$ cat src/common/uart_pkg.sv
package uart_pkg;

    // One serial data byte
    typedef logic [7:0] uart_byte_t;

    typedef enum logic [2:0] {
        UART_RESET,
        UART_IDLE,
        UART_READ_DATA,
        UART_WRITE_START,
        UART_WRITE_DATA,
        UART_FINISH_READ,
        UART_FINISH_WRITE
    } uart_state_t;

    typedef enum logic [2:0] {
        ECHO_COLLECT,
        ECHO_LAUNCH,
        ECHO_WAIT_BUSY,
        ECHO_WAIT_IDLE,
        ECHO_SEND_CR
    } echo_state_t;

    // Line terminator
    localparam uart_byte_t ASCII_CR = 8'h0D;

    // Lowercase range and the bit that separates the two cases
    localparam uart_byte_t ASCII_LC_A     = 8'h61;
    localparam uart_byte_t ASCII_LC_Z     = 8'h7A;
    localparam uart_byte_t ASCII_CASE_BIT = 8'h20;

    // Line samples per bit period while idle
    localparam int SAMPLES_PER_BIT = 8;

endpackage

$ cat src/uart/uart.sv
`timescale 1ns/1ps

module uart import uart_pkg::*; #(
    parameter int CLK_HZ = 50000000,
    parameter int BAUD   = 9600
) (
    input  logic       clk50MHz,
    input  logic       rst,
    input  logic       rx,
    output logic       tx,
    output logic       busy,
    output uart_byte_t rx_data,
    output logic       rx_valid,
    input  uart_byte_t tx_data,
    input  logic       tx_valid
);

    localparam int CLKS_PER_BIT    = CLK_HZ / BAUD;
    localparam int CLKS_PER_SAMPLE = CLKS_PER_BIT / SAMPLES_PER_BIT;
    localparam int START_SAMPLES   = SAMPLES_PER_BIT / 2;

    // Widest interval is the two bit stop level after a write
    localparam int CYC_W = $clog2(2 * CLKS_PER_BIT);
    localparam int SMP_W = $clog2(CLKS_PER_SAMPLE + 1);

    localparam logic [CYC_W-1:0] BIT_LAST   = CYC_W'(CLKS_PER_BIT - 1);
    localparam logic [CYC_W-1:0] STOP_LAST  = CYC_W'(2 * CLKS_PER_BIT - 1);
    localparam logic [CYC_W-1:0] VALID_CYC  = CYC_W'(1);
    localparam logic [SMP_W-1:0] SAMPLE_LAST = SMP_W'(CLKS_PER_SAMPLE - 1);

    uart_state_t state;
    uart_state_t next_state;

    logic [CYC_W-1:0]         cycle_cnt;
    logic [SMP_W-1:0]         sample_cnt;
    logic [2:0]               bit_cnt;
    logic [START_SAMPLES-1:0] start_samples;
    uart_byte_t               data_shreg;

    logic cycle_en;
    logic cycle_clr;
    logic sample_en;
    logic sample_clr;
    logic sample_shift;
    logic sample_fill;
    logic bit_en;
    logic bit_clr;
    logic data_shift;
    logic drive_tx;
    logic start_bit;

    assign rx_data = data_shreg;

    // Start bit low, then data LSB first, line held high otherwise
    assign tx = drive_tx ? (start_bit ? 1'b0 : tx_data[bit_cnt]) : 1'b1;

    always_ff @(posedge clk50MHz) begin
        if (rst) begin
            state <= UART_RESET;
        end else begin
            state <= next_state;
        end
    end

    always_ff @(posedge clk50MHz) begin
        if (rst || cycle_clr) begin
            cycle_cnt <= '0;
        end else if (cycle_en) begin
            cycle_cnt <= cycle_cnt + 1'b1;
        end
    end

    always_ff @(posedge clk50MHz) begin
        if (rst || sample_clr) begin
            sample_cnt <= '0;
        end else if (sample_en) begin
            sample_cnt <= sample_cnt + 1'b1;
        end
    end

    always_ff @(posedge clk50MHz) begin
        if (rst || bit_clr) begin
            bit_cnt <= '0;
        end else if (bit_en) begin
            bit_cnt <= bit_cnt + 1'b1;
        end
    end

    // Refilled with ones so an old start is not seen again
    always_ff @(posedge clk50MHz) begin
        if (rst || sample_fill) begin
            start_samples <= '1;
        end else if (sample_shift) begin
            start_samples <= {start_samples[START_SAMPLES-2:0], rx};
        end
    end

    always_ff @(posedge clk50MHz) begin
        if (data_shift) begin
            data_shreg <= {rx, data_shreg[7:1]}; // LSB arrives first
        end
    end

    always_comb begin
        next_state   = state;
        busy         = 1'b1;
        rx_valid     = 1'b0;
        drive_tx     = 1'b0;
        start_bit    = 1'b0;
        cycle_en     = 1'b0;
        cycle_clr    = 1'b0;
        sample_en    = 1'b0;
        sample_clr   = 1'b0;
        sample_shift = 1'b0;
        sample_fill  = 1'b0;
        bit_en       = 1'b0;
        bit_clr      = 1'b0;
        data_shift   = 1'b0;

        case (state)
            UART_RESET: begin
                cycle_clr   = 1'b1;
                sample_clr  = 1'b1;
                sample_fill = 1'b1;
                bit_clr     = 1'b1;
                next_state  = UART_IDLE;
            end
            UART_IDLE: begin
                busy      = 1'b0;
                sample_en = 1'b1;
                if (sample_cnt == SAMPLE_LAST) begin
                    sample_clr   = 1'b1;
                    sample_shift = 1'b1;
                end
                if (tx_valid) begin // Transmit wins over a pending start
                    next_state = UART_WRITE_START;
                end else if (start_samples == '0) begin
                    next_state = UART_READ_DATA;
                end
            end
            UART_READ_DATA: begin
                cycle_en = 1'b1;
                if (cycle_cnt == BIT_LAST) begin
                    cycle_clr  = 1'b1;
                    data_shift = 1'b1;
                    bit_en     = 1'b1;
                    if (bit_cnt == 3'd7) begin
                        bit_clr    = 1'b1;
                        next_state = UART_FINISH_READ;
                    end
                end
            end
            UART_FINISH_READ: begin
                // Hold off one bit period so the stop bit is not taken as a start
                cycle_en    = 1'b1;
                sample_clr  = 1'b1;
                sample_fill = 1'b1;
                rx_valid    = (cycle_cnt == VALID_CYC);
                if (cycle_cnt == BIT_LAST) begin
                    cycle_clr  = 1'b1;
                    next_state = UART_IDLE;
                end
            end
            UART_WRITE_START: begin
                drive_tx  = 1'b1;
                start_bit = 1'b1;
                cycle_en  = 1'b1;
                if (cycle_cnt == BIT_LAST) begin
                    cycle_clr  = 1'b1;
                    next_state = UART_WRITE_DATA;
                end
            end
            UART_WRITE_DATA: begin
                drive_tx = 1'b1;
                cycle_en = 1'b1;
                if (cycle_cnt == BIT_LAST) begin
                    cycle_clr = 1'b1;
                    bit_en    = 1'b1;
                    if (bit_cnt == 3'd7) begin
                        bit_clr    = 1'b1;
                        next_state = UART_FINISH_WRITE;
                    end
                end
            end
            UART_FINISH_WRITE: begin
                cycle_en    = 1'b1; // Stop level lasts two bit periods
                sample_clr  = 1'b1;
                sample_fill = 1'b1;
                if (cycle_cnt == STOP_LAST) begin
                    cycle_clr  = 1'b1;
                    next_state = UART_IDLE;
                end
            end
            default: begin
                next_state = UART_IDLE;
            end
        endcase
    end

endmodule

$ cat src/logic/line_fifo.sv
`timescale 1ns/1ps

module line_fifo import uart_pkg::*; #(
    parameter int DEPTH = 16
) (
    input  logic       clk50MHz,
    input  logic       rst,
    input  logic       push,
    input  uart_byte_t push_data,
    input  logic       pop,
    output uart_byte_t head_data,
    output logic       empty,
    output logic       full
);

    localparam int PTR_W = $clog2(DEPTH);

    localparam logic [PTR_W:0] COUNT_FULL = (PTR_W + 1)'(DEPTH);

    uart_byte_t mem [DEPTH];

    logic [PTR_W-1:0] wr_ptr;
    logic [PTR_W-1:0] rd_ptr;
    logic [PTR_W:0]   count;
    logic             do_push;
    logic             do_pop;

    assign do_push = push && !full;
    assign do_pop  = pop && !empty;

    assign empty     = (count == '0);
    assign full      = (count == COUNT_FULL);
    assign head_data = mem[rd_ptr]; // Head shows without a read cycle

    always_ff @(posedge clk50MHz) begin
        if (do_push) begin
            mem[wr_ptr] <= push_data;
        end
    end

    // Pointers wrap on their own since the depth is a power of two
    always_ff @(posedge clk50MHz) begin
        if (rst) begin
            wr_ptr <= '0;
            rd_ptr <= '0;
            count  <= '0;
        end else begin
            if (do_push) begin
                wr_ptr <= wr_ptr + 1'b1;
            end
            if (do_pop) begin
                rd_ptr <= rd_ptr + 1'b1;
            end
            if (do_push && !do_pop) begin
                count <= count + 1'b1;
            end else if (do_pop && !do_push) begin
                count <= count - 1'b1;
            end
        end
    end

endmodule

$ cat src/logic/echo_ctrl.sv
`timescale 1ns/1ps

module echo_ctrl import uart_pkg::*; (
    input  logic       clk50MHz,
    input  logic       rst,
    input  uart_byte_t rx_data,
    input  logic       rx_valid,
    input  logic       busy,
    output uart_byte_t tx_data,
    output logic       tx_valid,
    output logic       push,
    output uart_byte_t push_data,
    output logic       pop,
    input  uart_byte_t head_data,
    input  logic       empty,
    input  logic       full
);

    echo_state_t state;
    logic        cr_sent; // Set once the closing CR is on its way

    function automatic uart_byte_t to_upper(input uart_byte_t b);
        if (b >= ASCII_LC_A && b <= ASCII_LC_Z) begin
            return b & ~ASCII_CASE_BIT;
        end
        return b;
    endfunction

    always_ff @(posedge clk50MHz) begin
        if (rst) begin
            state    <= ECHO_COLLECT;
            cr_sent  <= 1'b0;
            tx_valid <= 1'b0;
            push     <= 1'b0;
            pop      <= 1'b0;
        end else begin
            tx_valid <= 1'b0;
            push     <= 1'b0;
            pop      <= 1'b0;
            case (state)
                ECHO_COLLECT: begin
                    if (rx_valid) begin
                        if (rx_data == ASCII_CR) begin
                            state <= ECHO_LAUNCH;
                        end else begin
                            push <= !full; // Full line drops the byte
                        end
                    end
                end
                ECHO_LAUNCH: begin
                    if (!busy) begin
                        if (empty) begin
                            state <= ECHO_SEND_CR;
                        end else begin
                            tx_data  <= head_data;
                            tx_valid <= 1'b1;
                            pop      <= 1'b1;
                            state    <= ECHO_WAIT_BUSY;
                        end
                    end
                end
                ECHO_SEND_CR: begin
                    if (!busy) begin
                        tx_data  <= ASCII_CR;
                        tx_valid <= 1'b1;
                        cr_sent  <= 1'b1;
                        state    <= ECHO_WAIT_BUSY;
                    end
                end
                ECHO_WAIT_BUSY: begin
                    if (busy) begin
                        state <= ECHO_WAIT_IDLE;
                    end
                end
                ECHO_WAIT_IDLE: begin
                    if (!busy) begin
                        cr_sent <= 1'b0;
                        state   <= cr_sent ? ECHO_COLLECT : ECHO_LAUNCH;
                    end
                end
                default: begin
                    state <= ECHO_COLLECT;
                end
            endcase
        end
    end

    always_ff @(posedge clk50MHz) begin
        if (rx_valid) begin
            push_data <= to_upper(rx_data);
        end
    end

endmodule

$ cat src/logic/uart_echo.sv
`timescale 1ns/1ps

module uart_echo import uart_pkg::*; #(
    parameter int CLK_HZ     = 50000000,
    parameter int BAUD       = 9600,
    parameter int LINE_DEPTH = 16
) (
    input  logic clk50MHz,
    input  logic rst,
    input  logic rx,
    output logic tx,
    output logic busy
);

    uart_byte_t rx_data;
    logic       rx_valid;
    uart_byte_t tx_data;
    logic       tx_valid;
    logic       push;
    uart_byte_t push_data;
    logic       pop;
    uart_byte_t head_data;
    logic       empty;
    logic       full;

    uart #(
        .CLK_HZ(CLK_HZ),
        .BAUD  (BAUD)
    ) uart_i (
        .clk50MHz(clk50MHz),
        .rst     (rst),
        .rx      (rx),
        .tx      (tx),
        .busy    (busy),
        .rx_data (rx_data),
        .rx_valid(rx_valid),
        .tx_data (tx_data),
        .tx_valid(tx_valid)
    );

    // Holds one line until its CR arrives
    line_fifo #(
        .DEPTH(LINE_DEPTH)
    ) line_fifo_i (
        .clk50MHz (clk50MHz),
        .rst      (rst),
        .push     (push),
        .push_data(push_data),
        .pop      (pop),
        .head_data(head_data),
        .empty    (empty),
        .full     (full)
    );

    echo_ctrl echo_ctrl_i (
        .clk50MHz (clk50MHz),
        .rst      (rst),
        .rx_data  (rx_data),
        .rx_valid (rx_valid),
        .busy     (busy),
        .tx_data  (tx_data),
        .tx_valid (tx_valid),
        .push     (push),
        .push_data(push_data),
        .pop      (pop),
        .head_data(head_data),
        .empty    (empty),
        .full     (full)
    );

endmodule

$ cat config.mk
export PLATFORM = sky130hd
export DESIGN_NAME = uart_echo
export DESIGN_NICKNAME = d
export VERILOG_FILES = /design/src/common/uart_pkg.sv /design/src/uart/uart.sv /design/src/logic/line_fifo.sv /design/src/logic/echo_ctrl.sv /design/src/logic/uart_echo.sv
export SDC_FILE = /design/constraint.sdc
export NUM_CORES = 1
export LEC_CHECK = 0
export BUFFER_PORTS_ARGS = -buffer_cell sky130_fd_sc_hd__buf_2
export CORE_MARGIN = 2
export CORE_UTILIZATION = 55
export CTS_BUF_LIST = sky130_fd_sc_hd__clkbuf_4
export DETAILED_ROUTE_END_ITERATION = 8
export PLACE_DENSITY = 0.72
export SYNTH_ARGS = -nofsm -noshare
export SYNTH_HDL_FRONTEND = slang
export SYNTH_SLANG_ARGS = --single-unit
$ cat constraint.sdc
create_clock -name clk50MHz -period 4.87 [get_ports clk50MHz]
set_clock_uncertainty 0.1 [all_clocks]
set_input_delay 0.974 -clock clk50MHz [delete_from_list [all_inputs] [get_ports clk50MHz]]
set_output_delay 0.974 -clock clk50MHz [all_outputs]
set_load 0.03 [all_outputs]
==> flow_metrics.tcl <==
set metrics [dict create \
    grt_pass1_vias 5219 \
    areaGrowthSynthToFinish_pct 9.99 \
    fin_crit_sh_pct 70.7 \
    muxShareOfSynthArea_pct 12.1 \
    die_w_um 131 \
    synth_seq_area_share_pct 64.7 \
    cp.arrival_ns 2.37 \
    intPower_mw 2.68 \
    wl_um 16800 \
    htree_num_levels 2 \
    cts_sinks 210 \
    drc 0 \
    slew_viol_final 0 \
    place_inst 801 \
    synthAdderAreaFrac_pct 2.35 \
    gp_congestion 0.827 \
    synth-xor-area-share_pct 2.87 \
    final_nets 659 \
    crit_path_end_kind "primary output" \
    finalNonFillerCells 897 \
    core.rowCount 46 \
    synth-compound-area-share_pct 5.14 \
    ios 5 \
    antenna_found_initial 1 \
    clk_latency_ns 0.67 \
    core_area_um2 15800 \
    outcome "completed" \
    path_max_fanout 20 \
    fp.dieArea_um2 17100 \
    grt_pass1_wl_um 26800 \
    startpoint_type "flip-flop" \
    synthFlopType "edfxtp_1" \
    layout-drive-gt1-share_pct 21.8 \
    synth_top_family_by_area "multiplexers" \
    p_clk_share_pct 43.1 \
    synth_top_area_share_pct 51.6 \
    cts_setup_buffers 0 \
    cts_root_buf "clkbuf_4" \
    synth_edf_count 152 \
    grt_overflow 0 \
    min_period_ns 3.44 \
    finalSetupViolCount 0 \
    synth_top_area_cell "edfxtp_1" \
    leakage_nw 3.17 \
    switchingPower_mw 0.696 \
    die_y_um 131 \
    synth_seq_cells 210 \
    cts_resized 0 \
    maxCapViolations 0 \
    slew_headroom_pct 15.7 \
    clock_path_buffers 3 \
    postSynthCellCount 608 \
    ys_async_sr_fraction_pct 0 \
    max_freq_mhz 290 \
    hp-class "reg2reg" \
    synth.distinct_cells 61 \
    crit_type "reg2out" \
    drt-initial-drc-count 373 \
    dr.pass1.iters 5 \
    finalSetupTns_ns 0 \
    ant_nets 0 \
    hold_violations 0 \
    syn_area_per_cell_um2 14.5 \
    num_vias 5203 \
    synth_area_um2 8840 \
    netSwitchingFraction_pct 20.6 \
    grt_max_degree 31 \
    synthTopCellsByArea "edfxtp_1, dfxtp_1, mux4_2, mux2i_1, ha_1" \
    final_common_cell "edfxtp_1" \
    cts_tree "built" \
    clkTransAtPathRegs_ns 0.07 \
    viasPerCell 5.80 \
    synth_simple_gate_area_share_pct 10.6 \
    rsz0062_at_grt "false" \
    mostFrequentLayoutCells "edfxtp_1, clkbuf_4, dfxtp_1" \
    total_power_mw 3.38 \
    powerDensity_nw_per_um2 347 \
    combinationalPowerShare_pct 0.7 \
    wl_per_cell_um 18.8 \
    start_util_pct 55.9 \
    p_seq_share_pct 56.2 \
    syn_nets 627 \
    peakVddDrop_v 0.000225 \
    cts.hold.buffers_added 0 \
    required_ns 3.80 \
    grt_usage_pct 21.0 \
    cts_inserted_buffers 53 \
    dpl.hpwl_um 11000 \
    yosys_warnings 0 \
    tightest_slew_ns 1.26 \
    port_buffers 4 \
]
==> worst max-delay path: stages (launching register included) <==
cell and delay, ns:
dfxtp_1 0.72, nor3b_2 0.52, inv_1 0.23, buf_2 0.24
==> cells by family after synthesis <==
logic type / after synthesis
AO/OA/AOI/OAI: 68
XOR/XNOR: 29
adder cells (fa/ha/maj): 16
buffers and inverters: 46
flip-flops: 210
multiplexers: 64
AND/OR/NAND/NOR: 175
==> synth_stat cells (all sizes together), types with 8 or more instances <==
library cell / number
a21oi: 14
buf: 15
clkbuf: 18
dfxtp: 58
edfxtp: 152
ha: 15
inv: 13
mux2i: 27
mux4: 34
nand2: 25
nand3: 8
nor2: 50
nor3: 25
nor4: 11
o21ai: 13
xnor2: 15
xor2: 14
==> per-layer routing <==
layer / share of wire [%] / wire length, um / vias to the layer above / GRT usage, %
met2: 50 / 8360 / 138 / 33.8
li1: - / - / 2452 / -
met5: 0 / 0 / - / 0
met3: 5.2 / 869 / 25 / 4.85
met4: 1.7 / 292 / 0 / 7.82
met1: 43 / 7310 / 2588 / 28.2
==> stage by stage <==
stage | hold slack (ns) | cell area [um^2] | util (%) | setup slack, ns
2_1_floorplan | 0.345 | 8840 | - | 1.77
3_3_place_gp | 0.356 | 9040 | 57.1 | 1.72
3_5_place_dp | 0.370 | 9040 | 57.1 | 1.63
4_1_cts | 0.338 | 9730 | 61.4 | 1.41
5_1_grt | 0.375 | 9730 | 61.5 | 1.27
6_report | 0.380 | 9730 | 61.5 | 1.43
==> state kept, by name, summed over array words and instances (netlist names), 3 cells and up, named ones only <==
| signal | flops |
|---|---|
| uart_i.rx_data | 8 |
| echo_ctrl_i.push_data | 8 |
| echo_ctrl_i.state | 3 |
| echo_ctrl_i.tx_data | 8 |
| uart_i.state | 3 |
| line_fifo_i.rd_ptr | 4 |
| line_fifo_i.wr_ptr | 4 |
| uart_i.bit_cnt | 3 |
| uart_i.start_samples | 4 |
| line_fifo_i.count | 5 |
| uart_i.sample_cnt | 10 |
| uart_i.cycle_cnt | 14 |
| line_fifo_i.mem | 128 |
==> power by group through the flow <==
| stage | clock network, mW | logic (mW) | registers, mW |
|---|---|---|---|
| 3_3_place_gp | 0 | 0.0228 | 1.94 |
| 5_1_grt | 1.58 | 0.0268 | 1.90 |
| 6_report | 1.46 | 0.0241 | 1.90 |
| 3_5_place_dp | 0 | 0.0241 | 1.94 |
| 4_1_cts | 1.50 | 0.0242 | 1.90 |
| 2_1_floorplan | 0 | 0.0207 | 1.93 |
==> layout make-up <==
| class | instances | area (um^2) |
|---|---|---|
| Clock inverter | 11 | 52.6 |
| Multi-Input combinational cell | 352 | 2930 |
| Clock buffer | 84 | 631 |
| Sequential cell | 210 | 5730 |
| Tap cell | 216 | 270 |
| Antenna cell | 1 | 2.50 |
| Fill cell | 1207 | 6100 |
| Timing Repair Buffer | 10 | 65.1 |
| Inverter | 13 | 48.8 |
==> path summary, 6_finish.rpt <==
path,startpoint,end,slack (ns),depth (start not counted)
worst max-delay path,uart_i.state[0],busy,1.43,3
worst min-delay path,uart_i.start_samples[3],uart_i.start_samples[3],0.38,2
worst min register to register,uart_i.start_samples[3],uart_i.start_samples[3],0.38,2
worst max register to register,line_fifo_i.count[0],line_fifo_i.count[4],1.60,9
Note: power is estimated with default switching activity, not from simulation.
